--- src/source/ddc_pkg.sv ---
package ddc_pkg;

	// Channel count and sample widths
	localparam int N_CH    = 4;
	localparam int ADC_DW  = 16;  // ADC sample, signed
	localparam int LO_DW   = 18;  // LO sample, signed, full-scale negative not allowed

	// LO table geometry
	localparam int LO_LEN  = 8;   // Must stay even or mod2 breaks at the wrap
	localparam int LO_AW   = 3;

	// Record geometry
	localparam int REC_LEN   = 64;                 // Output words per record, half I half Q
	localparam int REC_CW    = $clog2(REC_LEN);    // Word counter in the averager
	localparam int REC_WRAPS = REC_LEN / LO_LEN;   // Table passes per record
	localparam int WRAP_CW   = $clog2(REC_WRAPS);

	// Datapath widths
	localparam int ACC_DW  = 23;                 // 16 data + 6 for 64 words + 1 guard
	localparam int PROD_DW = ADC_DW + LO_DW;     // Full multiplier product
	localparam int PROD_HI = PROD_DW - 2;        // Top bit is a copy of the sign without -FS LO
	localparam int SUM_DW  = ADC_DW + 1;         // Two-sample difference before saturation

	// Channel pipeline depth from ADC sample to the word that uses it as later sample
	localparam int CH_LAT  = 6;

	// LO sample broadcast to every channel
	typedef struct packed {
		logic signed [LO_DW-1:0] cos;
		logic signed [LO_DW-1:0] sin;
		logic                    mod2;  // Low on even phase, I is formed here
	} lo_sample_t;

	typedef logic [N_CH-1:0][ADC_DW-1:0] adc_bus_t;  // One signed sample per channel

	// Interleaved channel output
	typedef struct packed {
		logic signed [ADC_DW-1:0] data;
		logic                     iq_q;      // Set on Q words
		logic                     time_err;  // Phase slip or gate low
	} iq_word_t;

	// Host write port of the LO table
	typedef struct packed {
		logic                    wr;
		logic [LO_AW-1:0]        addr;
		logic signed [LO_DW-1:0] cos;
		logic signed [LO_DW-1:0] sin;
	} lo_wr_t;

	typedef struct packed {
		logic [N_CH-1:0][ACC_DW-1:0] i_sum;  // Two's complement sums
		logic [N_CH-1:0][ACC_DW-1:0] q_sum;
		logic [N_CH-1:0]             err;    // Sticky over the record
	} rec_result_t;

endpackage

--- src/source/lo_table_player.sv ---
module lo_table_player
	import ddc_pkg::*;
(
	input  logic       clk,
	input  logic       rst_n,
	input  logic       run,        // Level, steps the table once per cycle
	input  lo_wr_t     lo_wr,      // Host write port
	output lo_sample_t lo,
	output logic       rec_start   // One cycle per record
);

	// LO table, host loaded
	// Entries are expected to avoid the most negative code
	logic signed [LO_DW-1:0] cos_tab [LO_LEN];
	logic signed [LO_DW-1:0] sin_tab [LO_LEN];

	logic [LO_AW-1:0]   rd_addr;   // Next entry to play
	logic [WRAP_CW-1:0] wrap_cnt;  // Table passes inside the current record
	logic               addr_last;
	logic               rec_mark;

	assign addr_last = (rd_addr == LO_AW'(LO_LEN - 1));

	// Record mark sits on the second sample of pass zero.
	// That is the later sample of the first pair, so the averager can
	// align the mark with one CH_LAT delay
	assign rec_mark = (rd_addr == LO_AW'(1)) && (wrap_cnt == '0);

	// Table write, readable at the next edge
	always_ff @(posedge clk) begin
		if (lo_wr.wr) begin
			cos_tab[lo_wr.addr] <= lo_wr.cos;
			sin_tab[lo_wr.addr] <= lo_wr.sin;
		end
	end

	// Playback
	always_ff @(posedge clk or negedge rst_n) begin
		if (!rst_n) begin
			rd_addr   <= '0;
			wrap_cnt  <= '0;
			lo        <= '0;  // mod2 starts low
			rec_start <= 1'b0;
		end else begin
			rec_start <= run && rec_mark;
			if (run) begin
				lo.cos  <= cos_tab[rd_addr];
				lo.sin  <= sin_tab[rd_addr];
				lo.mod2 <= rd_addr[0];  // Even length keeps this alternating
				if (addr_last) begin
					rd_addr <= '0;
					// Count passes, one record is REC_WRAPS passes
					if (wrap_cnt == WRAP_CW'(REC_WRAPS - 1)) begin
						wrap_cnt <= '0;
					end else begin
						wrap_cnt <= wrap_cnt + 1'b1;
					end
				end else begin
					rd_addr <= rd_addr + 1'b1;
				end
			end
			// Run low holds address and last sample
		end
	end

endmodule

--- config.mk ---
export PLATFORM = sky130hd
export DESIGN_NAME = lo_table_player
export DESIGN_NICKNAME = d
export VERILOG_FILES = /design/src/source/ddc_pkg.sv /design/src/source/lo_table_player.sv
export SDC_FILE = /design/constraint.sdc
export NUM_CORES = 1
export LEC_CHECK = 0
export ABC_AREA = 1
export BUFFER_PORTS_ARGS = -buffer_cell sky130_fd_sc_hd__buf_2
export CELL_PAD_IN_SITES_DETAIL_PLACEMENT = 1
export CELL_PAD_IN_SITES_GLOBAL_PLACEMENT = 1
export CORE_MARGIN = 8
export CORE_UTILIZATION = 30
export CTS_BUF_LIST = sky130_fd_sc_hd__clkbuf_4 sky130_fd_sc_hd__clkbuf_8
export CTS_CLUSTER_DIAMETER = 50
export CTS_CLUSTER_SIZE = 28
export DETAILED_ROUTE_END_ITERATION = 8
export MAX_ROUTING_LAYER = met4
export PLACE_DENSITY = 0.55
export SETUP_SLACK_MARGIN = 0.1
export SKIP_LAST_GASP = 1
export SLEW_MARGIN = 20
export SYNTH_ARGS = -nofsm -noshare
export SYNTH_HDL_FRONTEND = slang
export SYNTH_SLANG_ARGS = --single-unit
--- constraint.sdc ---
create_clock -name clk -period 2.3 [get_ports clk]
set_input_delay 0.46 -clock clk [delete_from_list [all_inputs] [get_ports clk]]
set_output_delay 0.46 -clock clk [all_outputs]
set_load 0.1 [all_outputs]
Word level (Yosys, flattened, before mapping)
Memory sizes are Yosys's and may differ from the RTL's. A register that Yosys moved wholly into a read port is not among the register bits.
Index checks and enable logic that the tools add are counted.
Operators by class
  muxes and demuxes: 4
  $mul: 0
  reductions and logical operators: 6
  shifts and indexed selects: 0
  bitwise gates (word level): 0
  order comparisons: 0
  div/mod/pow operators: 0
  equality and inequality tests: 3
  add/sub/neg operators: 2
Operators with widths (number)
  $add A3 B1 Y3 const B: 2
  $eq A3 B3 Y1 const B: 2
  $mux W3: 2
  $eq A3 B1 Y1 const B: 1
  $logic_not A3 Y1: 1
  $logic_and A1 B1 Y1: 2
  $logic_not A1 Y1: 2
  $mux W1: 2
  $reduce_and A2 Y1: 1
Word-level totals
  flip-flop bits (word level): 8
  memories kept: 2
  latch bits: 0
  bits in read-only memories: 0
  RAM bits: 288
  output and inout bits: 38
  logic and storage cells: 21
  input port bits: 43
Memories
  cos_tab: depth 8, bits a word 18, read ports 1, clocked after memory_dff 1, write ports 1, line lo_table_player.sv:14  | logic signed [LO_DW-1:0] cos_tab [LO_LEN];
  sin_tab: depth 8, bits a word 18, read ports 1, clocked after memory_dff 1, write ports 1, line lo_table_player.sv:15  | logic signed [LO_DW-1:0] sin_tab [LO_LEN];

Depth between registers and ports, before layout
  depth after elaboration: 3
  gate-level depth with buffers: 8
  mapped depth without buffers: 7

Worst setup path before layout
No wires, ideal clock.
  path type: input to register
  from: in lo_wr[36] (netlist bit)
  to: mem cos_tab[0][0] (enable)
  arrival time: 2.122 ns
  data required time: 1.871 ns
  path buffers: 0
  setup time: 0.429 ns
  cell stages on the path: 3
  path slack: -0.251 ns
  cells stage by stage: inv_1 nand2_1 nor2_1
RTL lines
  start: declaration: line lo_table_player.sv:7  | input lo_wr_t lo_wr,
  end: declaration: line lo_table_player.sv:14
No word-level cell before the write port.

Worst setup path in the final report
  from: reg, netlist name lo[2]
  to: out lo[2] (netlist bit)
RTL lines
  end: declaration: line lo_table_player.sv:8  | output lo_sample_t lo,
No word-level cell between the ends.

==> impl_metrics.json <==
{
  "post_drt_wl_per_cell_um": 18.4,
  "path_clk_slew_ps": 100,
  "hp-class": "in2async",
  "clk_latency_ps": 580,
  "timing.final.crit_share": 0.835,
  "synth_area_leaders": "edfxtp_1 (63%), nand2_1 (12%), dfrtp_1 (8.0%)",
  "worstMarginPinSlew_ps": 788,
  "synth_compound_area_frac": 0.00254,
  "crit_path_start": "lo[2]",
  "leakage_nw": 6.91,
  "dp_cells": 1954,
  "antenna_found_initial": 2,
  "synth_xor_area_frac": 0,
  "synth_most_common_cell": "nand2_1",
  "drive_above_1_share": 0.130,
  "clk_path_buf_depth": 3,
  "synth-seq-area-share": 0.707,
  "met3WireLength_um": 1550,
  "start_kind": "flip-flop",
  "dieArea_mm2": 0.0531,
  "yosysWarnings": 0,
  "crit_buf_inv": 1,
  "io_buffers": 80,
  "grt_use_total": 0.144,
  "syn_inst": 1309,
  "cts_sinks": 332,
  "grt_max_degree": 63,
  "wirelength_met1_um": 17200,
  "path_cells": "buf_2",
  "cp_data_required_time_ps": 1840,
  "cts_root_buf": "clkbuf_8",
  "dpl-instance-area_mm2": 0.0151,
  "syn_nets": 1358,
  "max_freq_ghz": 0.521,
  "worstPathMaxFanout": 2,
  "wl_met2_um": 17700,
  "h-tree-depth": 2,
  "synthMuxAreaShare": 0,
  "synth-adder-area-share": 0.00544,
  "io_pins": 81,
  "postCtsSetupBuffers": 0,
  "tns_ps": 0,
  "post-route-drc-count": 0,
  "synth_cell_type_count": 15,
  "synth_top_family_by_area": "simple AND/OR/NAND/NOR gates",
  "cts_resized": 0,
  "wl_um": 37200,
  "design_area_mm2": 0.0159,
  "worst_ir_drop_vdd_mv": 0.525,
  "critPathTopFamily": "buffers and inverters",
  "max-cap-violations": 0,
  "die_w_um": 230,
  "num-nets-final": 1442,
  "rsz0062_at_grt": "false",
  "die_h_um": 230,
  "timing.setup.critical_path_class": "reg2out",
  "drtPass1Iterations": 4,
  "cp_slowest_cell": "buf_2",
  "synth.avg_cell_area_um2": 10.5,
  "final_cells": 2021,
  "slew_viol_final": 0,
  "fp-row-count": 78,
  "yosys.area.top_type_share": 0.627,
  "core_mm2": 0.0454,
  "worst_setup_path_end_kind": "primary output",
  "status": "finished clean",
  "cts_hold_buffers": 0,
  "min_period_ps": 1920,
  "start_util": 0.304,
  "postRouteAntennaNets": 0,
  "synth_top_area_cell": "edfxtp_1",
  "synth_enable_flop_cells": 288,
  "finClkSkew_ps": 31.0,
  "ys_ff_latch": 332,
  "synthTopCellsByCount": "nand2_1 (449), edfxtp_1 (288), inv_1 (224)",
  "layout_setup_ws_ps": 380,
  "syn-cell-area_mm2": 0.0138,
  "syn_to_final_growth_pct": 15.4,
  "finalHoldViolCount": 0,
  "dp_hpwl_um": 20800,
  "slew_headroom": 0.475,
  "grt.overflow.total": 0,
  "pre_cts_slack_ps": 506,
  "grt_pass1_vias": 9614,
  "grt_pass1_wl_um": 57900,
  "cts_made_buffers": 37,
  "synth_ff_type": "edfxtp_1",
  "yosys.area_share.simple": 0.203,
  "vias_per_cell": 4.51,
  "top_layer": "met4",
  "gp_congestion": 0.730,
  "cts_tree": "done",
  "async_flop_share": 0.133,
  "fin_util": 0.351,
  "cp.arrival_ps": 1460,
  "rr_startpoint": "rd_addr[0]",
  "setup_violations": 0,
  "power_density_mw_per_mm2": 1180,
  "dr_total_vias": 9112,
  "cpPeakStageDelay_ps": 460,
  "drt_iter0_drc": 384
}
==> area by class of cell <==
type	instances	area, µm²
Fill cell	5072	29500
Sequential cell	332	9760
Multi-Input combinational cell	688	2980
Inverter	226	852
Timing Repair Buffer	108	761
Tap cell	600	751
Clock buffer	43	567
Clock inverter	22	256
Antenna cell	2	5.00
==> per-stage QoR <==
| step | power [mW] | hold WS (ps) |
|---|---|---|
| detailed placement | 14.6 | 465 |
| CTS | 19.2 | 60.1 |
| global placement | 14.6 | 463 |
| finish | 18.8 | 50.4 |
| global route | 19.9 | 93.0 |
| floorplan | 12.6 | 164 |
==> sequential cells by signal, summed over array words and instances, names as in the netlist <==
signal / flops
cos_tab: 144
sin_tab: 144
lo: 37
rd_addr: 3
wrap_cnt: 3
rec_start: 1
==> power breakdown <==
part	switching, mW	internal [mW]	total [mW]
Clock	2.34	2.09	4.44
Sequential	0.412	7.10	7.51
Combinational	5.36	1.49	6.85
==> worst paths after layout <==
kind,depth (start not counted),end,slack [ps]
hold / removal,2,lo[7],50
setup reg to reg,8,lo[22],500
setup / recovery,1,lo[2],380
hold reg to reg,2,lo[34],480
max in group asynchronous,2,rd_addr[0],1670
min in group clk,1,sin_tab[3][5],150
==> layout by cell type, fill, tap and decap left out <==
cell	n
edfxtp_1	288
clkinvlp_4	3
buf_2	80
clkinv_2	2
clkinv_8	2
diode_2	2
nand2_1	449
nor2_4	8
dfrtp_1	41
inv_6	2
inv_2	2
inv_1	222
buf_4	16
clkbuf_8	39
nor3_1	1
clkbuf_4	4
buf_12	12
clkinv_4	2
a21oi_1	1
bufinv_16	3
nor2_1	1
dfrtp_2	1
inv_8	5
nand3_1	216
clkinv_1	4
dfrtp_4	2
inv_4	1
ha_1	6
o21ai_0	6
==> kinds of logic (layout without fill, tap and decap cells) <==
kind of cell	Yosys count	after routing
AO/OA/AOI/OAI	7	7
adder cells (fa/ha/maj)	6	6
buffers and inverters	289	399
flip-flops	332	332
other	0	2
AND/OR/NAND/NOR	675	675
==> metal layers <==
layer  up-vias  global-route usage
met2       151               0.235
met4         0              0.0333
li1       4367                   -
met1      4541               0.186
met5         -                   -
met3        53              0.0244
No activity file was read; power rests on OpenSTA's default activity.
