--- src/source/ddc_pkg.sv ---
package ddc_pkg;

	// Channel count and sample widths
	localparam int N_CH    = 4;
	localparam int ADC_DW  = 16;  // ADC sample, signed
	localparam int LO_DW   = 18;  // LO sample, signed, full-scale negative not allowed

	// LO table geometry
	localparam int LO_LEN  = 8;   // Must stay even or mod2 breaks at the wrap
	localparam int LO_AW   = 3;

	// Record geometry
	localparam int REC_LEN   = 64;                 // Output words per record, half I half Q
	localparam int REC_CW    = $clog2(REC_LEN);    // Word counter in the averager
	localparam int REC_WRAPS = REC_LEN / LO_LEN;   // Table passes per record
	localparam int WRAP_CW   = $clog2(REC_WRAPS);

	// Datapath widths
	localparam int ACC_DW  = 23;                 // 16 data + 6 for 64 words + 1 guard
	localparam int PROD_DW = ADC_DW + LO_DW;     // Full multiplier product
	localparam int PROD_HI = PROD_DW - 2;        // Top bit is a copy of the sign without -FS LO
	localparam int SUM_DW  = ADC_DW + 1;         // Two-sample difference before saturation

	// Channel pipeline depth from ADC sample to the word that uses it as later sample
	localparam int CH_LAT  = 6;

	// LO sample broadcast to every channel
	typedef struct packed {
		logic signed [LO_DW-1:0] cos;
		logic signed [LO_DW-1:0] sin;
		logic                    mod2;  // Low on even phase, I is formed here
	} lo_sample_t;

	typedef logic [N_CH-1:0][ADC_DW-1:0] adc_bus_t;  // One signed sample per channel

	// Interleaved channel output
	typedef struct packed {
		logic signed [ADC_DW-1:0] data;
		logic                     iq_q;      // Set on Q words
		logic                     time_err;  // Phase slip or gate low
	} iq_word_t;

	// Host write port of the LO table
	typedef struct packed {
		logic                    wr;
		logic [LO_AW-1:0]        addr;
		logic signed [LO_DW-1:0] cos;
		logic signed [LO_DW-1:0] sin;
	} lo_wr_t;

	typedef struct packed {
		logic [N_CH-1:0][ACC_DW-1:0] i_sum;  // Two's complement sums
		logic [N_CH-1:0][ACC_DW-1:0] q_sum;
		logic [N_CH-1:0]             err;    // Sticky over the record
	} rec_result_t;

endpackage

--- src/source/near_iq_channel.sv ---
module near_iq_channel
	import ddc_pkg::*;
(
	input  logic                     clk,
	input  logic                     rst_n,
	input  lo_sample_t               lo,
	input  logic signed [ADC_DW-1:0] adc,
	input  logic                     adc_gate,  // Low marks bad samples
	output iq_word_t                 iq
);

	// Two-sample matrix, n even, n+1 odd
	//   I =  sin[n+1]*x[n] - sin[n]*x[n+1]
	//   Q = -cos[n+1]*x[n] + cos[n]*x[n+1]
	// Each sample is multiplied by the LO of its partner

	logic signed [LO_DW-1:0]   cos_d1, cos_d2, cos_r;
	logic signed [LO_DW-1:0]   sin_d1, sin_d2, sin_r;
	logic signed [ADC_DW-1:0]  adc_d1, adc_r;
	logic signed [PROD_DW-1:0] mul_i, mul_i1, mul_i2;  // Sine products feed I
	logic signed [PROD_DW-1:0] mul_q, mul_q1, mul_q2;  // Cosine products feed Q
	logic signed [SUM_DW-1:0]  sum_i, sum_q, sum_q2;
	logic signed [SUM_DW-1:0]  iq_mux;
	logic signed [ADC_DW-1:0]  iq_data;
	logic                      iq_q_r;
	logic                      last_mod2;
	logic [CH_LAT-1:0]         err_pipe;  // Error aligned with the data path

	// Clip the 17-bit difference to 16 bits
	function automatic logic signed [ADC_DW-1:0] sat_word(input logic signed [SUM_DW-1:0] x);
		if (x[SUM_DW-1] == x[SUM_DW-2]) begin
			return x[ADC_DW-1:0];
		end
		return {x[SUM_DW-1], {(ADC_DW - 1){~x[SUM_DW-1]}}};  // Rail of matching sign
	endfunction

	// LO reorder. adc_d1 lags the LO by one sample.
	// mod2 high: adc_d1 is even, partner is the current LO
	// mod2 low: adc_d1 is odd, partner is two LO samples back
	always_ff @(posedge clk) begin
		cos_d1 <= lo.cos;
		cos_d2 <= cos_d1;
		sin_d1 <= lo.sin;
		sin_d2 <= sin_d1;
		cos_r  <= lo.mod2 ? lo.cos : cos_d2;
		sin_r  <= lo.mod2 ? lo.sin : sin_d2;
		adc_d1 <= adc;
		adc_r  <= adc_d1;  // Pairs with cos_r and sin_r
	end

	// Multiplier, then two extra stages so the pair sits side by side
	always_ff @(posedge clk) begin
		mul_i  <= adc_r * sin_r;
		mul_i1 <= mul_i;
		mul_i2 <= mul_i1;  // One sample older than mul_i1
		mul_q  <= adc_r * cos_r;
		mul_q1 <= mul_q;
		mul_q2 <= mul_q1;
	end

	// Differences on the upper product bits.
	// Valid when mul_i1 holds the odd sample. Q waits one more cycle
	always_ff @(posedge clk) begin
		sum_i  <= $signed(mul_i2[PROD_HI -: ADC_DW]) - $signed(mul_i1[PROD_HI -: ADC_DW]);
		sum_q  <= $signed(mul_q1[PROD_HI -: ADC_DW]) - $signed(mul_q2[PROD_HI -: ADC_DW]);
		sum_q2 <= sum_q;
	end

	// I on even LO phase, Q right after
	assign iq_mux = lo.mod2 ? sum_q2 : sum_i;

	always_ff @(posedge clk) begin
		iq_data <= sat_word(iq_mux);  // Only the difference can overflow
	end

	// Control state
	always_ff @(posedge clk or negedge rst_n) begin
		if (!rst_n) begin
			iq_q_r    <= 1'b0;
			last_mod2 <= 1'b0;
			err_pipe  <= '0;
		end else begin
			iq_q_r    <= lo.mod2;  // Tags the word registered on this edge
			last_mod2 <= lo.mod2;
			// Phase must toggle every cycle and the gate must be open
			err_pipe  <= {err_pipe[CH_LAT-2:0], (lo.mod2 == last_mod2) | ~adc_gate};
		end
	end

	assign iq = '{data: iq_data, iq_q: iq_q_r, time_err: err_pipe[CH_LAT-1]};

endmodule

--- config.mk ---
export PLATFORM = sky130hd
export DESIGN_NAME = near_iq_channel
export DESIGN_NICKNAME = d
export VERILOG_FILES = /design/src/source/ddc_pkg.sv /design/src/source/near_iq_channel.sv
export SDC_FILE = /design/constraint.sdc
export NUM_CORES = 2
export LEC_CHECK = 0
export BUFFER_PORTS_ARGS = -buffer_cell sky130_fd_sc_hd__buf_2
export CAP_MARGIN = 20
export CORE_UTILIZATION = 45
export CTS_CLUSTER_SIZE = 12
export DETAILED_ROUTE_END_ITERATION = 12
export PLACE_DENSITY_LB_ADDON = 0.15
export SKIP_CTS_REPAIR_TIMING = 1
export SLEW_MARGIN = 0
export SYNTH_ARGS = -nofsm -noshare
export SYNTH_HDL_FRONTEND = slang
export SYNTH_SLANG_ARGS = --single-unit
--- constraint.sdc ---
create_clock -name clk -period 8.9 [get_ports clk]
set_input_delay 0.89 -clock clk [delete_from_list [all_inputs] [get_ports clk]]
set_output_delay 0.89 -clock clk [all_outputs]
set_load 0.02 [all_outputs]
Word level (Yosys, flattened, before mapping):

Cells that the tools add are included.

* bitwise gates (word level): 3
* $add $sub $neg: 2
* multiplexer cells: 6
* equal/unequal tests: 2
* multipliers: 2

Operators with widths (number)
* multiplier 16 x 18 -> 33 bit: 2
* 2-to-1 mux 18 bit: 2
* subtractor 16 x 16 -> 17 bit: 2
* 2-to-1 mux 16 bit: 2
* 2-to-1 mux 17 bit: 1
* equality test 1 bit: 2
* inverter 1 bit: 2
* 2-to-1 mux 1 bit: 1
* bitwise OR 1 bit: 1

* output and inout bits: 18
* flip-flop bits (word level): 412
* logic and storage cells: 35
* bits of input ports: 56

Depth between registers and ports, before layout:

* word-level depth: 4
* mapped depth: 27

Worst setup path before layout:

Ideal clock, no wire load.

* path kind: reg2reg
* from: register adc_r[3]
* to: register mul_q[31]
* cell stages (with the launch flop): 24
* setup slack: 2675 ps
* setup time: 117 ps
* period minus slack after synthesis: 6225 ps
* data arrival time: 6108 ps
* path through: dfxtp_1 clkbuf_1 clkbuf_1 nand2_1 fa_1 fa_1 fa_1 inv_1 fa_1 fa_1 inv_1 fa_1 inv_1 ha_1 a21o_1 a21o_1 a221o_1 a211o_1 a21o_1 a31oi_1 o21ai_1 o21a_1 nor3_1 nor2_1

* cells in the longest elaborated chain, start to end: 1

Ends and longest elaborated chain
* start, declared: RTL line near_iq_channel.sv:19 `logic signed [ADC_DW-1:0] adc_d1, adc_r;`
* start signal, assigned: RTL line near_iq_channel.sv:48 `adc_r <= adc_d1;`
* multiplier 16 x 18 -> 33 bit: RTL line near_iq_channel.sv:56 `mul_q <= adc_r * cos_r;`
* end signal, assigned: RTL line near_iq_channel.sv:56
* end, declared: RTL line near_iq_channel.sv:21 `logic signed [PROD_DW-1:0] mul_q, mul_q1, mul_q2;`

Every way passes these cells.

Final worst setup path:

* from: register adc_r[15]
* to: register mul_q[32]

Same word-level chain as after synthesis.

==> flow_summary.json <==
{
  "status": "finished clean",
  "wl_per_cell_um": 16.9,
  "finalHoldViolations": 0,
  "grt_pass1_vias": 20600,
  "synth_common_cells": "679 x inv_1, 568 x fa_1, 307 x nand2_1, 303 x dfxtp_1, 256 x and2_1",
  "cp_cell_sequence": "buf_4 -> clkinv_1 -> nor2_1 -> fa_1 -> fa_1 -> fa_1 -> fa_1 -> fa_1 -> inv_1 -> fa_1 -> inv_1 -> ha_1 -> a21o_1 -> a21o_1 -> a221o_1 -> a211o_1 -> a21o_1 -> a31oi_1 -> o21ai_1 -> nor3_2 -> o21bai_1 -> xnor2_1",
  "relSlewSlack_pct": 28.8,
  "finalMaxSlewViolations": 0,
  "cp.required_ns": 9.34,
  "drtIter0Drc": 749,
  "htree_num_levels": 2,
  "cts_made_buffers": 37,
  "cp_common_cell": "fa_1",
  "synth_edf_count": 0,
  "syn_avg_cell_area_um2": 10.1,
  "dp_hpwl_um": 48300,
  "wirelength_um": 63200,
  "finClkSkew_ns": 0.0243,
  "yosys_warnings": 0,
  "synth_async_sr_flop_share_pct": 2.26,
  "tightest_slew_ns": 1.07,
  "root_buffer": "clkbuf_16",
  "vias": 18000,
  "ys.flop_type": "dfxtp_1",
  "die_h_um": 254,
  "arrival_ns": 7.58,
  "ys_ff_latch": 310,
  "period_needed_ns": 7.14,
  "hp-class": "primary input to async pin",
  "yosysMostFrequentCell": "inv_1",
  "drc": 0,
  "cap_violations": 0,
  "overflow": 0,
  "synth_top_area_share_pct": 39.7,
  "r2r_cells": 22,
  "finalSetupViolCount": 0,
  "coreArea_um2": 63000,
  "cts_tree": "done",
  "via_per_inst": 4.80,
  "path_class": "flip-flop to flip-flop",
  "tns_ns": 0,
  "final_layout_size_suffix_gt1_share_pct": 7.12,
  "antenna_left": 0,
  "grt_use_total_pct": 21.4,
  "antenna_found_initial": 1,
  "initial_core_util_pct": 45.5,
  "grt_max_degree": 56,
  "clock_path_buffers": 3,
  "io_pins": 74,
  "gp_congestion": 0.858,
  "cts_num_sinks": 310,
  "fin_util_pct": 49.3,
  "synth.distinct_cells": 59,
  "start_kind": "flip-flop",
  "worst_skew_pair.late_latency_ns": 0.56,
  "num_rows": 92,
  "worst_slack_ns": 1.76,
  "dieArea_um2": 64600,
  "nFillCells": 5845,
  "max_freq_ghz": 0.140,
  "port_buffers": 73,
  "nets": 3684,
  "grt_pass1_wl_um": 107000,
  "synth_top_cells_by_area": "fa_1 40%, dfxtp_1 21%, inv_1 8.9%",
  "worstPathMaxFanout": 26,
  "final.period_utilization_pct": 80.2,
  "slowest_delay_ns": 0.77,
  "fp.dieW_um": 254,
  "place_ws_ns": 1.80,
  "rsz0062_at_grt": "no",
  "syn_area_um2": 28600,
  "end_kind": "flip-flop",
  "clk_pin_slew_ns": 0.06,
  "synth_fp_nets": 3657,
  "netlist_instances": 2839,
  "seq_area_frac_synth_pct": 21.8,
  "area_growth_syn_to_layout_pct": 8.46,
  "yosysTopAreaCell": "fa_1",
  "slowest_stage": "clkinv_1",
  "first_pass_iters": 5
}
==> sequential cells by signal, summed over array words and instances (netlist names), 17 cells and up <==
register / count
sum_i: 17
sum_q2: 17
cos_d1: 18
cos_d2: 18
cos_r: 18
sin_r: 18
sum_q: 17
sin_d2: 18
sin_d1: 18
==> stage by stage <==
step	hold WS, ns	instances	cell area [um^2]
floorplan	0.310	2839	28600
global placement	0.310	3673	29800
detailed placement	0.312	3673	29800
CTS	0.133	3738	31000
global route	0.147	3738	31000
finish	0.167	3739	31000
==> worst paths after layout <==
kind	start	slack (ns)	to
worst min register to register	sin_d1[14]	0.32	sin_d2[14]
worst max-delay path	adc_r[15]	1.76	mul_q[32]
worst min-delay path	rst_n	0.17	err_pipe[1]
max in group asynchronous	rst_n	8.58	err_pipe[4]
worst max register to register	adc_r[15]	1.76	mul_q[32]
min in group clk	sin_d1[14]	0.32	sin_d2[14]
==> cell type report <==
cell class | count | area, um^2 | area share [%]
multi-input cells | 1744 | 19400 | 62.6
flip-flops and latches | 310 | 6250 | 20.1
inverters | 680 | 2550 | 8.22
well taps | 846 | 1060 | 3.41
clock buffers | 51 | 1050 | 3.38
repair buffers | 93 | 518 | 1.67
clock inverters | 14 | 188 | 0.605
diodes | 1 | 2.50 | 0.00806
==> critical path, delay by kind of cell (launching register included) <==
| family | cells | cell delay (ns) |
|---|---|---|
| simple gates | 2 | 0.54 |
| xor+xnor | 1 | 0.12 |
| fa+ha+maj | 7 | 3.17 |
| flops | 1 | 0.30 |
| compound gates | 8 | 1.81 |
| buf+inv | 4 | 1.05 |
==> layer usage <==
| layer | vias up | GRT usage, % | share of wire, % |
|---|---|---|---|
| li1 | 8333 | - | - |
| met1 | 9190 | 27.5 | 44 |
| met2 | 332 | 37.3 | 49 |
| met3 | 105 | 2.91 | 4.5 |
| met4 | 0 | 6.59 | 2.9 |
| met5 | - | 0 | 0 |
==> placed cells by master, fill, tap and decap left out, types with 7 or more instances in the layout <==
| master | synthesis | routed |
|---|---|---|
| a211oi_1 | 8 | 8 |
| a21o_1 | 10 | 10 |
| a21oi_1 | 25 | 25 |
| and2_1 | 256 | 256 |
| buf_2 | 1 | 72 |
| buf_4 | 2 | 21 |
| clkbuf_1 | 102 | 8 |
| clkbuf_16 | 0 | 38 |
| dfrtp_1 | 7 | 7 |
| dfxtp_1 | 303 | 298 |
| fa_1 | 568 | 568 |
| ha_1 | 194 | 194 |
| inv_1 | 679 | 679 |
| mux2_2 | 37 | 37 |
| mux2i_1 | 17 | 17 |
| nand2_1 | 307 | 307 |
| nand2b_1 | 15 | 15 |
| nand3_1 | 14 | 14 |
| nor2_1 | 87 | 87 |
| nor2b_1 | 12 | 12 |
| nor3_1 | 18 | 18 |
| o21a_1 | 10 | 10 |
| o21ai_0 | 36 | 36 |
| xnor2_1 | 57 | 57 |
| xor2_1 | 9 | 9 |
==> kinds of logic (layout without fill, tap and decap cells) <==
| family | after synthesis | after routing | synth area share, % |
|---|---|---|---|
| buf+inv | 785 | 838 | 10.3 |
| xor+xnor | 66 | 66 | 2.02 |
| mux | 54 | 54 | 2.05 |
| other cells | 0 | 1 | 0 |
| fa+ha+maj | 762 | 762 | 48.2 |
| compound gates | 128 | 128 | 3.01 |
| simple gates | 734 | 734 | 12.6 |
| flops | 310 | 310 | 21.8 |
Power is not shown: default switching activity piles up to over one toggle a cycle in this logic, so the estimate is an artifact.
