==> config.mk <==
export PLATFORM = sky130hd
export DESIGN_NAME = iq_record_averager
export DESIGN_NICKNAME = d
export VERILOG_FILES = /design/src/source/ddc_pkg.sv /design/src/source/iq_record_averager.sv
export SDC_FILE = /design/constraint.sdc
export NUM_CORES = 1
export LEC_CHECK = 0
export BUFFER_PORTS_ARGS = -buffer_cell sky130_fd_sc_hd__buf_2
export CAP_MARGIN = 30
export CORE_MARGIN = 5
export CORE_UTILIZATION = 48
export CTS_BUF_LIST = sky130_fd_sc_hd__clkbuf_4 sky130_fd_sc_hd__clkbuf_8 sky130_fd_sc_hd__clkbuf_16
export DETAILED_ROUTE_END_ITERATION = 10
export GPL_TIMING_DRIVEN = 0
export PLACE_DENSITY = 0.63
export SLEW_MARGIN = 10
export SYNTH_ARGS = -nofsm -noshare
export SYNTH_HDL_FRONTEND = slang
export SYNTH_SLANG_ARGS = --single-unit
export TNS_END_PERCENT = 20
==> constraint.sdc <==
create_clock -name clk -period 3.75 [get_ports clk]
set_input_delay 0.1875 -clock clk [delete_from_list [all_inputs] [get_ports clk]]
set_output_delay 0.1875 -clock clk [all_outputs]
set_load 0.05 [all_outputs]
==> src/source/ddc_pkg.sv <==
package ddc_pkg;

	// Channel count and sample widths
	localparam int N_CH    = 4;
	localparam int ADC_DW  = 16;  // ADC sample, signed
	localparam int LO_DW   = 18;  // LO sample, signed, full-scale negative not allowed

	// LO table geometry
	localparam int LO_LEN  = 8;   // Must stay even or mod2 breaks at the wrap
	localparam int LO_AW   = 3;

	// Record geometry
	localparam int REC_LEN   = 64;                 // Output words per record, half I half Q
	localparam int REC_CW    = $clog2(REC_LEN);    // Word counter in the averager
	localparam int REC_WRAPS = REC_LEN / LO_LEN;   // Table passes per record
	localparam int WRAP_CW   = $clog2(REC_WRAPS);

	// Datapath widths
	localparam int ACC_DW  = 23;                 // 16 data + 6 for 64 words + 1 guard
	localparam int PROD_DW = ADC_DW + LO_DW;     // Full multiplier product
	localparam int PROD_HI = PROD_DW - 2;        // Top bit is a copy of the sign without -FS LO
	localparam int SUM_DW  = ADC_DW + 1;         // Two-sample difference before saturation

	// Channel pipeline depth from ADC sample to the word that uses it as later sample
	localparam int CH_LAT  = 6;

	// LO sample broadcast to every channel
	typedef struct packed {
		logic signed [LO_DW-1:0] cos;
		logic signed [LO_DW-1:0] sin;
		logic                    mod2;  // Low on even phase, I is formed here
	} lo_sample_t;

	typedef logic [N_CH-1:0][ADC_DW-1:0] adc_bus_t;  // One signed sample per channel

	// Interleaved channel output
	typedef struct packed {
		logic signed [ADC_DW-1:0] data;
		logic                     iq_q;      // Set on Q words
		logic                     time_err;  // Phase slip or gate low
	} iq_word_t;

	// Host write port of the LO table
	typedef struct packed {
		logic                    wr;
		logic [LO_AW-1:0]        addr;
		logic signed [LO_DW-1:0] cos;
		logic signed [LO_DW-1:0] sin;
	} lo_wr_t;

	typedef struct packed {
		logic [N_CH-1:0][ACC_DW-1:0] i_sum;  // Two's complement sums
		logic [N_CH-1:0][ACC_DW-1:0] q_sum;
		logic [N_CH-1:0]             err;    // Sticky over the record
	} rec_result_t;

endpackage

==> src/source/iq_record_averager.sv <==
module iq_record_averager
	import ddc_pkg::*;
(
	input  logic        clk,
	input  logic        rst_n,
	input  iq_word_t    iq [N_CH],  // One interleaved stream per channel
	input  logic        rec_start,  // From the player, not yet aligned
	output rec_result_t result,
	output logic        rec_valid
);

	logic [CH_LAT-1:0]           start_sr;   // Matches the channel pipeline
	logic                        start_al;   // First word of a record is on iq now
	logic                        active;     // Inside a record
	logic                        last_word;
	logic [REC_CW-1:0]           word_cnt;
	logic [N_CH-1:0][ACC_DW-1:0] word_ext;   // Sign extended channel data
	logic [N_CH-1:0][ACC_DW-1:0] acc_i, acc_q;
	logic [N_CH-1:0][ACC_DW-1:0] nxt_i, nxt_q;
	logic [N_CH-1:0]             err_acc, nxt_err;

	assign start_al  = start_sr[CH_LAT-1];
	// A fresh start wins over a stale end
	assign last_word = active && !start_al && (word_cnt == REC_CW'(REC_LEN - 1));

	// Next sums, including the word on the bus this cycle
	always_comb begin
		for (int ch = 0; ch < N_CH; ch++) begin
			word_ext[ch] = {{(ACC_DW - ADC_DW){iq[ch].data[ADC_DW-1]}}, iq[ch].data};
			// Start of record drops the old sum
			nxt_i[ch]    = (start_al ? '0 : acc_i[ch]) + (iq[ch].iq_q ? '0 : word_ext[ch]);
			nxt_q[ch]    = (start_al ? '0 : acc_q[ch]) + (iq[ch].iq_q ? word_ext[ch] : '0);
			nxt_err[ch]  = (start_al ? 1'b0 : err_acc[ch]) | iq[ch].time_err;
		end
	end

	always_ff @(posedge clk or negedge rst_n) begin
		if (!rst_n) begin
			start_sr  <= '0;
			active    <= 1'b0;
			word_cnt  <= '0;
			acc_i     <= '0;
			acc_q     <= '0;
			err_acc   <= '0;
			result    <= '0;
			rec_valid <= 1'b0;
		end else begin
			start_sr  <= {start_sr[CH_LAT-2:0], rec_start};
			rec_valid <= last_word;  // One cycle after the last word

			// Record framing
			if (start_al) begin
				active   <= 1'b1;
				word_cnt <= REC_CW'(1);  // This cycle's word is number zero
			end else if (last_word) begin
				active   <= 1'b0;
				word_cnt <= '0;
			end else if (active) begin
				word_cnt <= word_cnt + 1'b1;
			end

			// Accumulate, or hand off and clear
			if (last_word) begin
				result.i_sum <= nxt_i;
				result.q_sum <= nxt_q;
				result.err   <= nxt_err;
				acc_i        <= '0;
				acc_q        <= '0;
				err_acc      <= '0;
			end else if (start_al || active) begin
				acc_i   <= nxt_i;
				acc_q   <= nxt_q;
				err_acc <= nxt_err;
			end
			// Outside a record the sums stay parked at zero
		end
	end

endmodule

**After elaboration in Yosys (flattened, before gate mapping)**

Index checks and enable logic that the tools add are counted.

- Register bits: 390
- Input port bits: 75
- Output and inout bits: 189
- Logic and storage cells: 74

- Add/sub/neg operators: 9
- Eq/ne operators: 1
- Multiplexer cells: 31
- Bitwise gates (word level): 4
- Reduce and logical (&&, ||, !) cells: 7

Operators with widths:

| kind | number |
|---|---|
| $mux 23 | 16 |
| $mux 92 | 4 |
| $add 23x23->23 | 8 |
| $mux 6 | 3 |
| $mux 4 | 2 |
| $add 6x1->6 const B | 1 |
| $eq 6x6->1 const B | 1 |
| $mux 1 | 6 |
| $or 1x1->1 | 4 |
| $reduce_bool 2->1 | 2 |
| $reduce_bool 3->1 | 1 |
| $logic_and 1x1->1 | 2 |
| $logic_not 1->1 | 1 |
| $logic_or 1x1->1 | 1 |

**Depth between registers and ports, before layout**

Gate-level depths: netlist of run 1.

- Depth in word-level cells: 5
- Mapped depth: 15
- Mapped depth without buffers: 12

**Worst setup path after synthesis of run 1**

No wires, ideal clock.

- Kind: register -> register
- Start: register start_sr[5]
- End: register result[186] in the netlist's numbering
- Library setup time: 0.125 ns
- Arrival: 3.276 ns
- Data required time: 3.625 ns
- Slack: 0.349 ns
- Cell stages (with the launch flop): 14
- Buffers on the path: 4
- Clock period less this slack: 3.401 ns
- Path through: dfrtp_1 clkbuf_1 clkbuf_1 clkbuf_1 nor2b_1 ha_1 clkbuf_1 nand2_1 a2111oi_0 o211ai_1 a21oi_1 a41oi_1 xnor2_1 mux2_2

- Cells in the longest elaborated chain, start to end: 3
- Elaborated cells between the ends (all ways): 5
- Classes of those cells: 1 x add/sub; 1 x mux; 3 x reduce/logical

Ends and longest elaborated chain:

| element | RTL line | source |
|---|---|---|
| start, declared | iq_record_averager.sv:12 | `logic [CH_LAT-1:0] start_sr;` |
| start signal, assigned | iq_record_averager.sv:48 | `start_sr <= {start_sr[CH_LAT-2:0], rec_start};` |
| parallel branches: the longest is 3 deep, another holds $add 23x23->23 | -- |  |
| end, declared | iq_record_averager.sv:8 | `output rec_result_t result,` |

Several ways; the timed one is not identified.
A chain may end at the register's enable or synchronous reset.

**Final worst setup path of run 1**

- Start: register start_sr[5]
- End: register acc_q[45] in the netlist's numbering

- Cells in the longest elaborated chain, start to end: 4
- Elaborated cells between the ends (all ways): 9
- Classes of those cells: 1 x add/sub; 3 x mux; 5 x reduce/logical

Ends and longest elaborated chain:

| element | RTL line | source |
|---|---|---|
| $mux 23 or $logic_not 1->1 (tied branches) | iq_record_averager.sv:32, iq_record_averager.sv:24 |  |
| $add 23x23->23 or $logic_and 1x1->1 (tied branches) | iq_record_averager.sv:32, iq_record_averager.sv:24 |  |
| $mux 92 or $logic_and 1x1->1 (tied branches) | iq_record_averager.sv:70, iq_record_averager.sv:24 |  |
| $mux 92 or $reduce_bool 2->1 (tied branches) | -- |  |
| end signal, assigned | iq_record_averager.sv:72 | `acc_q <= nxt_q;` |
| end, declared | iq_record_averager.sv:18 | `logic [N_CH-1:0][ACC_DW-1:0] acc_i, acc_q;` |

Several ways; a longest one is shown, not always the timed one. The select of a mux whose other input is x is not followed.

==> results of run 1 <==
[cells by family after synthesis]
| kind of cell | Yosys count | synth area share, % |
|---|---|---|
| mux | 62 | 2.769 |
| buf+inv | 199 | 3.100 |
| flops | 390 | 39.12 |
| xor+xnor | 163 | 5.753 |
| simple gates | 1061 | 20.66 |
| fa+ha+maj | 185 | 9.520 |
| compound gates | 706 | 19.07 |
[Yosys cell counts (28+ instances only)]
master / n
nand2_1: 456
dfrtp_1: 390
nor2b_1: 262
ha_1: 177
a21oi_1: 155
o21ai_0: 153
a22o_1: 144
clkbuf_1: 126
nor2_1: 110
xnor2_1: 100
a21o_1: 85
and2_1: 66
xor2_1: 62
mux2_2: 52
nand3_1: 51
inv_1: 50
a31oi_1: 30
nor3_1: 28
[where the power goes]
part           leakage, nW  internal (mW)  switching [mW]  total [mW]
registers             4.41           4.84           0.320        5.16
clock network        0.796           2.84            1.87        4.71
logic                 9.04           1.72            2.16        3.88
total                 14.2           9.40            4.35        13.7
[placed cells by master, fill, tap and decap left out, types with 8 or more instances in the layout]
master,n
a31o_2,9
inv_1,50
clkbuf_4,13
o31ai_1,8
a22o_1,144
a22oi_1,8
nand3_1,51
nor2b_1,261
mux2i_1,9
xor2_1,62
and3_1,15
nand2b_1,19
fa_1,8
dfrtp_1,389
clkbuf_1,110
a31oi_1,27
mux2_2,52
and2_1,66
ha_1,177
o21a_1,19
o21bai_1,13
nor3_1,28
o21ai_0,151
nand4_1,24
nand2_1,456
a211oi_1,11
o211ai_1,9
buf_2,282
a21oi_1,151
clkinv_2,11
clkbuf_16,49
nor2_1,110
a21o_1,85
xnor2_1,100
[critical path, delay by kind of cell, from the launching register on]
| kind | cells | cell delay [ps] |
|---|---|---|
| xor+xnor | 1 | 200 |
| buf+inv | 2 | 620 |
| fa+ha+maj | 1 | 380 |
| compound gates | 7 | 1750 |
| simple gates | 1 | 80 |
| flops | 1 | 500 |
[cell type report]
cell class,count,area [µm²]
clock inverter,19,207.7
clock buffer,64,1376
inverter,52,195.2
fill,4660,22280
buffer,146,614.3
tap,680,850.8
multi-input combinational,2177,14510
timing repair buffer,282,1609
sequential,390,9763
[metal layers]
metal	track usage, %	part of all wire, %	up-vias	wire length, µm
li1	-	-	10330	-
met1	36.30	44	10570	34550
met2	43.32	46	662	35900
met3	5.039	6.4	144	5027
met4	10.01	4.0	2	3175
met5	0	0.022	-	17
[registers in the layout, summed over array words and instances (netlist names)]
signal and cells:
result 188, word_cnt 6, acc_q 92, acc_i 92, err_acc 4, active 1, start_sr 6, rec_valid 1
[how the worst max path moves through the flow]
stage                  endpoint  slack, ps  depth (start not counted)
floorplan           result[186]        350                         13
global placement    result[171]      -5360                          1
detailed placement  result[155]      -1320                         12
CTS                  result[72]         30                         14
global route        result[187]        -60                         14
finish                acc_q[45]         40                         12
[stage by stage]
stage | setup TNS (ps) | cell area [µm²] | hold WS, ps
after floorplan | 0 | 24950 | -108.1
after global routing | -107.8 | 29130 | 78.61
final | 0 | 29130 | 52.42
after detailed placement | -162700 | 27290 | 78.40
after global placement | -2222870 | 27110 | 298.3
after CTS | 0 | 29020 | 37.18
[what timing repair did]
action | 4_1_cts | 5_1_grt
hold buffers | 6 | 0
buffers inserted | 3 | 0
pin swaps | 0 | 5
hold endpoints to repair | 319 | 0
setup endpoints to repair | 275 | 47
resized for setup | 29 | 24
==> results by group, run 1 <==
Global routing
  – Global-route wire length before repair: between 100000 and 150000 µm
  – GRT Residual Overflow: 0
  – Tot GR Track Use: between 20% and 30%
  – Initial antenna violation count: 1
  – Vias in the first global route: ~21000
  – Largest net degree at the start of global routing: between 100 and 150

Floorplan
  – Die X: roughly 240 µm
  – Die ar.: 56630 µm²
  – Die Height: about 240 µm
  – # IOs: 264
  – Core ar.: between 50000 and 60000 µm²
  – Initial Util: 48.53%
  – FP Rows: 83

Clock network
  – Max clock buf depth: 3
  – Clock transition at path regs: roughly 60 ps
  – TritonCTS Buffers: between 40 and 50
  – Clock latency on the worst-skew pair: between 500 and 600 ps
  – Clock Sinks: roughly 400
  – Root Driver: clkbuf_16
  – CTS H-tree lvls: 2
  – CTS tree: built

Placement
  – IO buf count: around 260
  – Placer congestion estimate: about 0.94
  – Post-DP HPWL: between 50000 and 60000 µm
  – Cells after DPL: 3717
  – Place WS: -1323 ps

Worst setup path
  – Crit path from: start_sr[5]
  – Crit-path max FO: 10
  – FF-to-FF End: acc_q[45]
  – Worst setup EP type: flip-flop
  – Startpoint Class: flip-flop
  – CP Cell Sequence: buf_4 > clkbuf_4 > nor2b_1 > ha_1 > a2111oi_1 > o21ai_0 > a31o_2 > a21oi_1 > o31ai_4 > a31oi_1 > xnor2_1 > o21ai_0
  – R2R setup slack: 40 ps
  – WS Path Type: flip-flop to flip-flop
  – Most frequent CP cell: o21ai_0
  – Worst R2R Start: start_sr[5]
  – Slowest CP cell: dfrtp_4
  – R2R depth: 12
  – CP max stage delay: approximately 500 ps
  – Critical Path AT: ~4200 ps
  – WP data required: between 4000 and 5000 ps

Worst hold path
  – Worst Hold Class: input pin to async pin

Logic synthesis
  – Net Count, Synth: roughly 3000
  – Ys flop type: dfrtp_1
  – Yosys cell types: 72
  – Top cell type's share of synthesized area: between 30% and 40%
  – Number of flops mapped to enable cells by yosys: 0
  – Warnings, synthesis: 0
  – Ys async rst share: 100.0%
  – Synth Register Bits: between 300 and 400
  – Sequential share of the synthesized area: roughly two fifths
  – Post-synthesis average cell area: 9.019 µm²
  – Syn Inst Count: ~2800
  – Top cells by area, synth: dfrtp_1 (39%), ha_1 (8.9%), nand2_1 (6.9%)
  – Syn Std Cell Area: 24950 µm²
  – Largest area contributor in the netlist: dfrtp_1

Routing
  – Via count: about 22000
  – Final wirelength: ~79000 µm
  – Post-route ant nets: 0
  – Wirelength per Cell: a little over 20 µm
  – # DRC: 0
  – DRT iter0 DRCs: 1500
  – Drt pass-1 iters: 7
  – Vias per cell: about 5.7

Timing
  – Minimum clock period after layout: roughly 3700 ps
  – Relative slew margins: ~35%
  – Worst-Margin Slew: approximately 970 ps
  – PnR worst setup slack: approximately 41 ps
  – Final worst path period share: 98.92%
  – Unrepaired setup endpoints after global routing: yes
  – Hold Vio Cnt, Final: 0
  – Max Freq: approximately 270 MHz
  – Slew Limit Fails: 0
  – Final setup violating endpoints: 0
  – Clk_skew: ~10 ps

Pwr
  – Total power: approximately 14 mW
  – PwrDens: ~470 nW/µm²
  – Pleak: roughly 14 nW
  – VDD IR-drop max: 0.3436 mV

Final layout
  – Final net count: about 3400
  – Final Util: between 50% and 60%
  – Layout cell share with drive strength beyond 1: 15.40%
  – Antenna cells: 0
  – Final std cells w/o fill: 3810
  – Layout Area Growth over Synthesis: 16.76%

Run status
  – Status: complete, no violations

Job
  – Max_cap viols: 0
Note: power is estimated with default switching activity, not from simulation.
==> run 2, diff against run 1 <==
--- a/config.mk
+++ b/config.mk
@@ -7,12 +7,14 @@
 export LEC_CHECK = 0
 export BUFFER_PORTS_ARGS = -buffer_cell sky130_fd_sc_hd__buf_2
 export CAP_MARGIN = 30
+export CELL_PAD_IN_SITES_DETAIL_PLACEMENT = 0
+export CELL_PAD_IN_SITES_GLOBAL_PLACEMENT = 1
 export CORE_MARGIN = 5
-export CORE_UTILIZATION = 48
+export CORE_UTILIZATION = 46
 export CTS_BUF_LIST = sky130_fd_sc_hd__clkbuf_4 sky130_fd_sc_hd__clkbuf_8 sky130_fd_sc_hd__clkbuf_16
 export DETAILED_ROUTE_END_ITERATION = 10
 export GPL_TIMING_DRIVEN = 0
-export PLACE_DENSITY = 0.63
+export PLACE_DENSITY = 0.77
 export SLEW_MARGIN = 10
 export SYNTH_ARGS = -nofsm -noshare
 export SYNTH_HDL_FRONTEND = slang
==> constraint.sdc (replaced) <==
create_clock -name clk -period 3.75 [get_ports clk]
set_input_delay 0.1875 -clock clk [delete_from_list [all_inputs] [get_ports clk]]
set_output_delay 0.1875 -clock clk [all_outputs]
set_load 0.005 [all_outputs]
==> run 2 against run 1 <==
Maximum frequency rose by 2.6%. First-iteration DRC count down 13%. Final area is 0.36% higher. Total power grew 1.1%. Sequential power is essentially flat. Global-route usage is 0.10 points lower. Wire length increased by 3.5%. Largest cell class unchanged. Highest routed layer is now met4.
==> results by group, run 2 (synthesis gave the netlist of run 1 again) <==
Worst setup path
  – CP top delay family: compound AO/OA/AOI/OAI gates
  – CP max stage delay: 530 ps
  – Critical Path AT: 4090 ps
  – Slowest CP cell: dfrtp_2
  – Startpoint Class: flip-flop
  – WP data required: roughly 4200 ps
  – WS Path Type: flip-flop to flip-flop
  – CP Cell Sequence: buf_8 > clkbuf_4 > nor2b_1 > ha_1 > inv_1 > fa_1 > nor2b_1 > o31a_1 > a211oi_4 > o311a_4 > or2_1 > mux2i_1 > nand2_1 > mux2_2
  – Crit-path max FO: 11
  – Worst setup EP type: flip-flop
  – Buf/Inv on CP: 3
  – Most frequent CP cell: nor2b_1

Timing
  – WHS: ~60 ps
  – Max Freq: about 280 MHz
  – Clk_skew: between 20 and 25 ps
  – Worst-Margin Slew: a little over 1000 ps
  – Minimum clock period after layout: approximately 3600 ps
  – Unrepaired setup endpoints after global routing: yes
  – Slew Limit Fails: 0
  – Hold Vio Cnt, Final: 0
  – PnR worst setup slack: ~130 ps
  – Relative slew margins: between 30% and 40%
  – Final setup violating endpoints: 0
  – Final worst path period share: 96.43%

Routing
  – Vias per cell: ~5.6
  – Post-route ant nets: 0
  – Drt pass-1 iters: 5
  – DRT iter0 DRCs: around 1300
  – Final wirelength: just over 80000 µm
  – Wirelength per Cell: about 21 µm
  – # DRC: 0
  – Via count: roughly 22000

Global routing
  – Tot GR Track Use: 26.75%
  – Largest net degree at the start of global routing: 110
  – GRT Residual Overflow: 0
  – Vias in the first global route: ~21000
  – Initial antenna violation count: 1
  – Global-route wire length before repair: 125200 µm

Pwr
  – PwrDens: roughly 480 nW/µm²
  – Psw: 4.426 mW
  – Logic pwr share: about 28%
  – Internal: roughly 9.5 mW
  – Pleak: approximately 14 nW
  – Part of the power in registers: a little under two fifths
  – Clock share of power: between 30% and 40%
  – Sw Share: approximately a third
  – VDD IR-drop max: about 0.38 mV
  – Total power: about 14 mW

Final layout
  – Layout cell share with drive strength beyond 1: between 15 and 20%
  – Most frequent cells in the layout: nand2_1 (456), dfrtp_1 (389), buf_2 (284)
  – Top Registers: result (188), acc_i (92), acc_q (92)
  – Final Util: between 50% and 60%
  – Largest register by flop count: result
  – Largest register FFs: approximately 190
  – Commonest non-fill, non-tap cell in the layout: nand2_1
  – Final net count: ~3400
  – Antenna cells: 0
  – Layout Area Growth over Synthesis: 17.18%

Clock network
  – TritonCTS Buffers: 46
  – Max clock buf depth: 3
  – Clock Sinks: just under 400
  – Clock transition at path regs: 60 ps
  – CTS H-tree lvls: 2
  – Root Driver: clkbuf_16
  – CTS tree: built
  – Clock latency on the worst-skew pair: just under 600 ps

Floorplan
  – FP Rows: 85
  – Die Height: approximately 240 µm
  – # IOs: ~260
  – Core ar.: ~54000 µm²
  – Die X: 242.9 µm
  – Die ar.: 58990 µm²
  – Initial Util: between 40% and 50%

Placement
  – Post-DP HPWL: roughly 61000 µm
  – Placer congestion estimate: around 0.91
  – IO buf count: 263
  – Place WS: -1474 ps

Worst hold path
  – Worst Hold Class: input pin to async pin

Run status
  – Status: complete, no violations

Job
  – Max_cap viols: 0
==> run 2: stage by stage <==
stage / TNS, ps / area (µm²) / cells
CTS: 0 / 29120 / 3825
global placement: -2221730 / 27130 / 3725
finish: 0 / 29230 / 3825
floorplan: 0 / 24950 / 2766
detailed placement: -155720 / 27280 / 3731
global route: -6.603 / 29230 / 3825
==> run 2: worst reg2reg max path: stages, from the launching register on <==
cell and delay, ps:
dfrtp_2 530, buf_8 220, clkbuf_4 210, nor2b_1 130, ha_1 180, inv_1 60
fa_1 460, nor2b_1 180, o31a_1 220, a211oi_4 120, o311a_4 360, or2_1 260
mux2i_1 170, nand2_1 120, mux2_2 280
==> run 2: final timing paths <==
| kind | startpoint | end | slack, ps | cells past startpoint |
|---|---|---|---|---|
| max in group asynchronous | rst_n | acc_i[56] | 2070 | 5 |
| setup reg to reg | start_sr[5] | result[187] | 130 | 14 |
| hold / removal | rst_n | result[102] | 60 | 2 |
| setup / recovery | start_sr[5] | result[187] | 130 | 14 |
| min in group clk | iq[2] | result[73] | 130 | 5 |
| hold reg to reg | start_sr[4] | start_sr[5] | 350 | 0 |
==> run 2: repair_timing <==
| item | CTS | global route |
|---|---|---|
| resized for setup | 45 | 33 |
| setup buffers | 3 | 3 |
| endpoints found under the setup margin | 267 | 81 |
| hold buffers | 6 | 0 |
| endpoints found under the hold margin | 252 | 0 |
| pin swaps | 4 | 6 |
==> run 2: per-layer routing <==
layer | vias to the layer above | global-route usage [%] | part of all wire, %
met5 | - | 0 | 0
met2 | 579 | 43.54 | 46
li1 | 10350 | - | -
met1 | 10520 | 36.85 | 45
met3 | 145 | 4.081 | 5.4
met4 | 0 | 8.845 | 3.6
==> run 2: area by class of cell <==
type                    count  area (µm²)
flip-flops and latches    390        9761
well taps                 696       870.8
plain buffers             144       623.1
multi-input cells        2177       14590
fillers                  5091       24580
repair buffers            281        1572
clock inverters            26       314.1
inverters                  52       195.2
clock buffers              59        1310
==> run 2: power by group through the flow <==
stage / Combinational, mW / Clock, mW / Sequential (mW)
2_1_floorplan: 2.94 / 0 / 5.12
3_3_place_gp: 3.72 / 0 / 5.20
3_5_place_dp: 3.80 / 0 / 5.21
4_1_cts: 3.86 / 4.93 / 5.15
5_1_grt: 4.34 / 5.10 / 5.23
6_report: 3.90 / 4.83 / 5.16
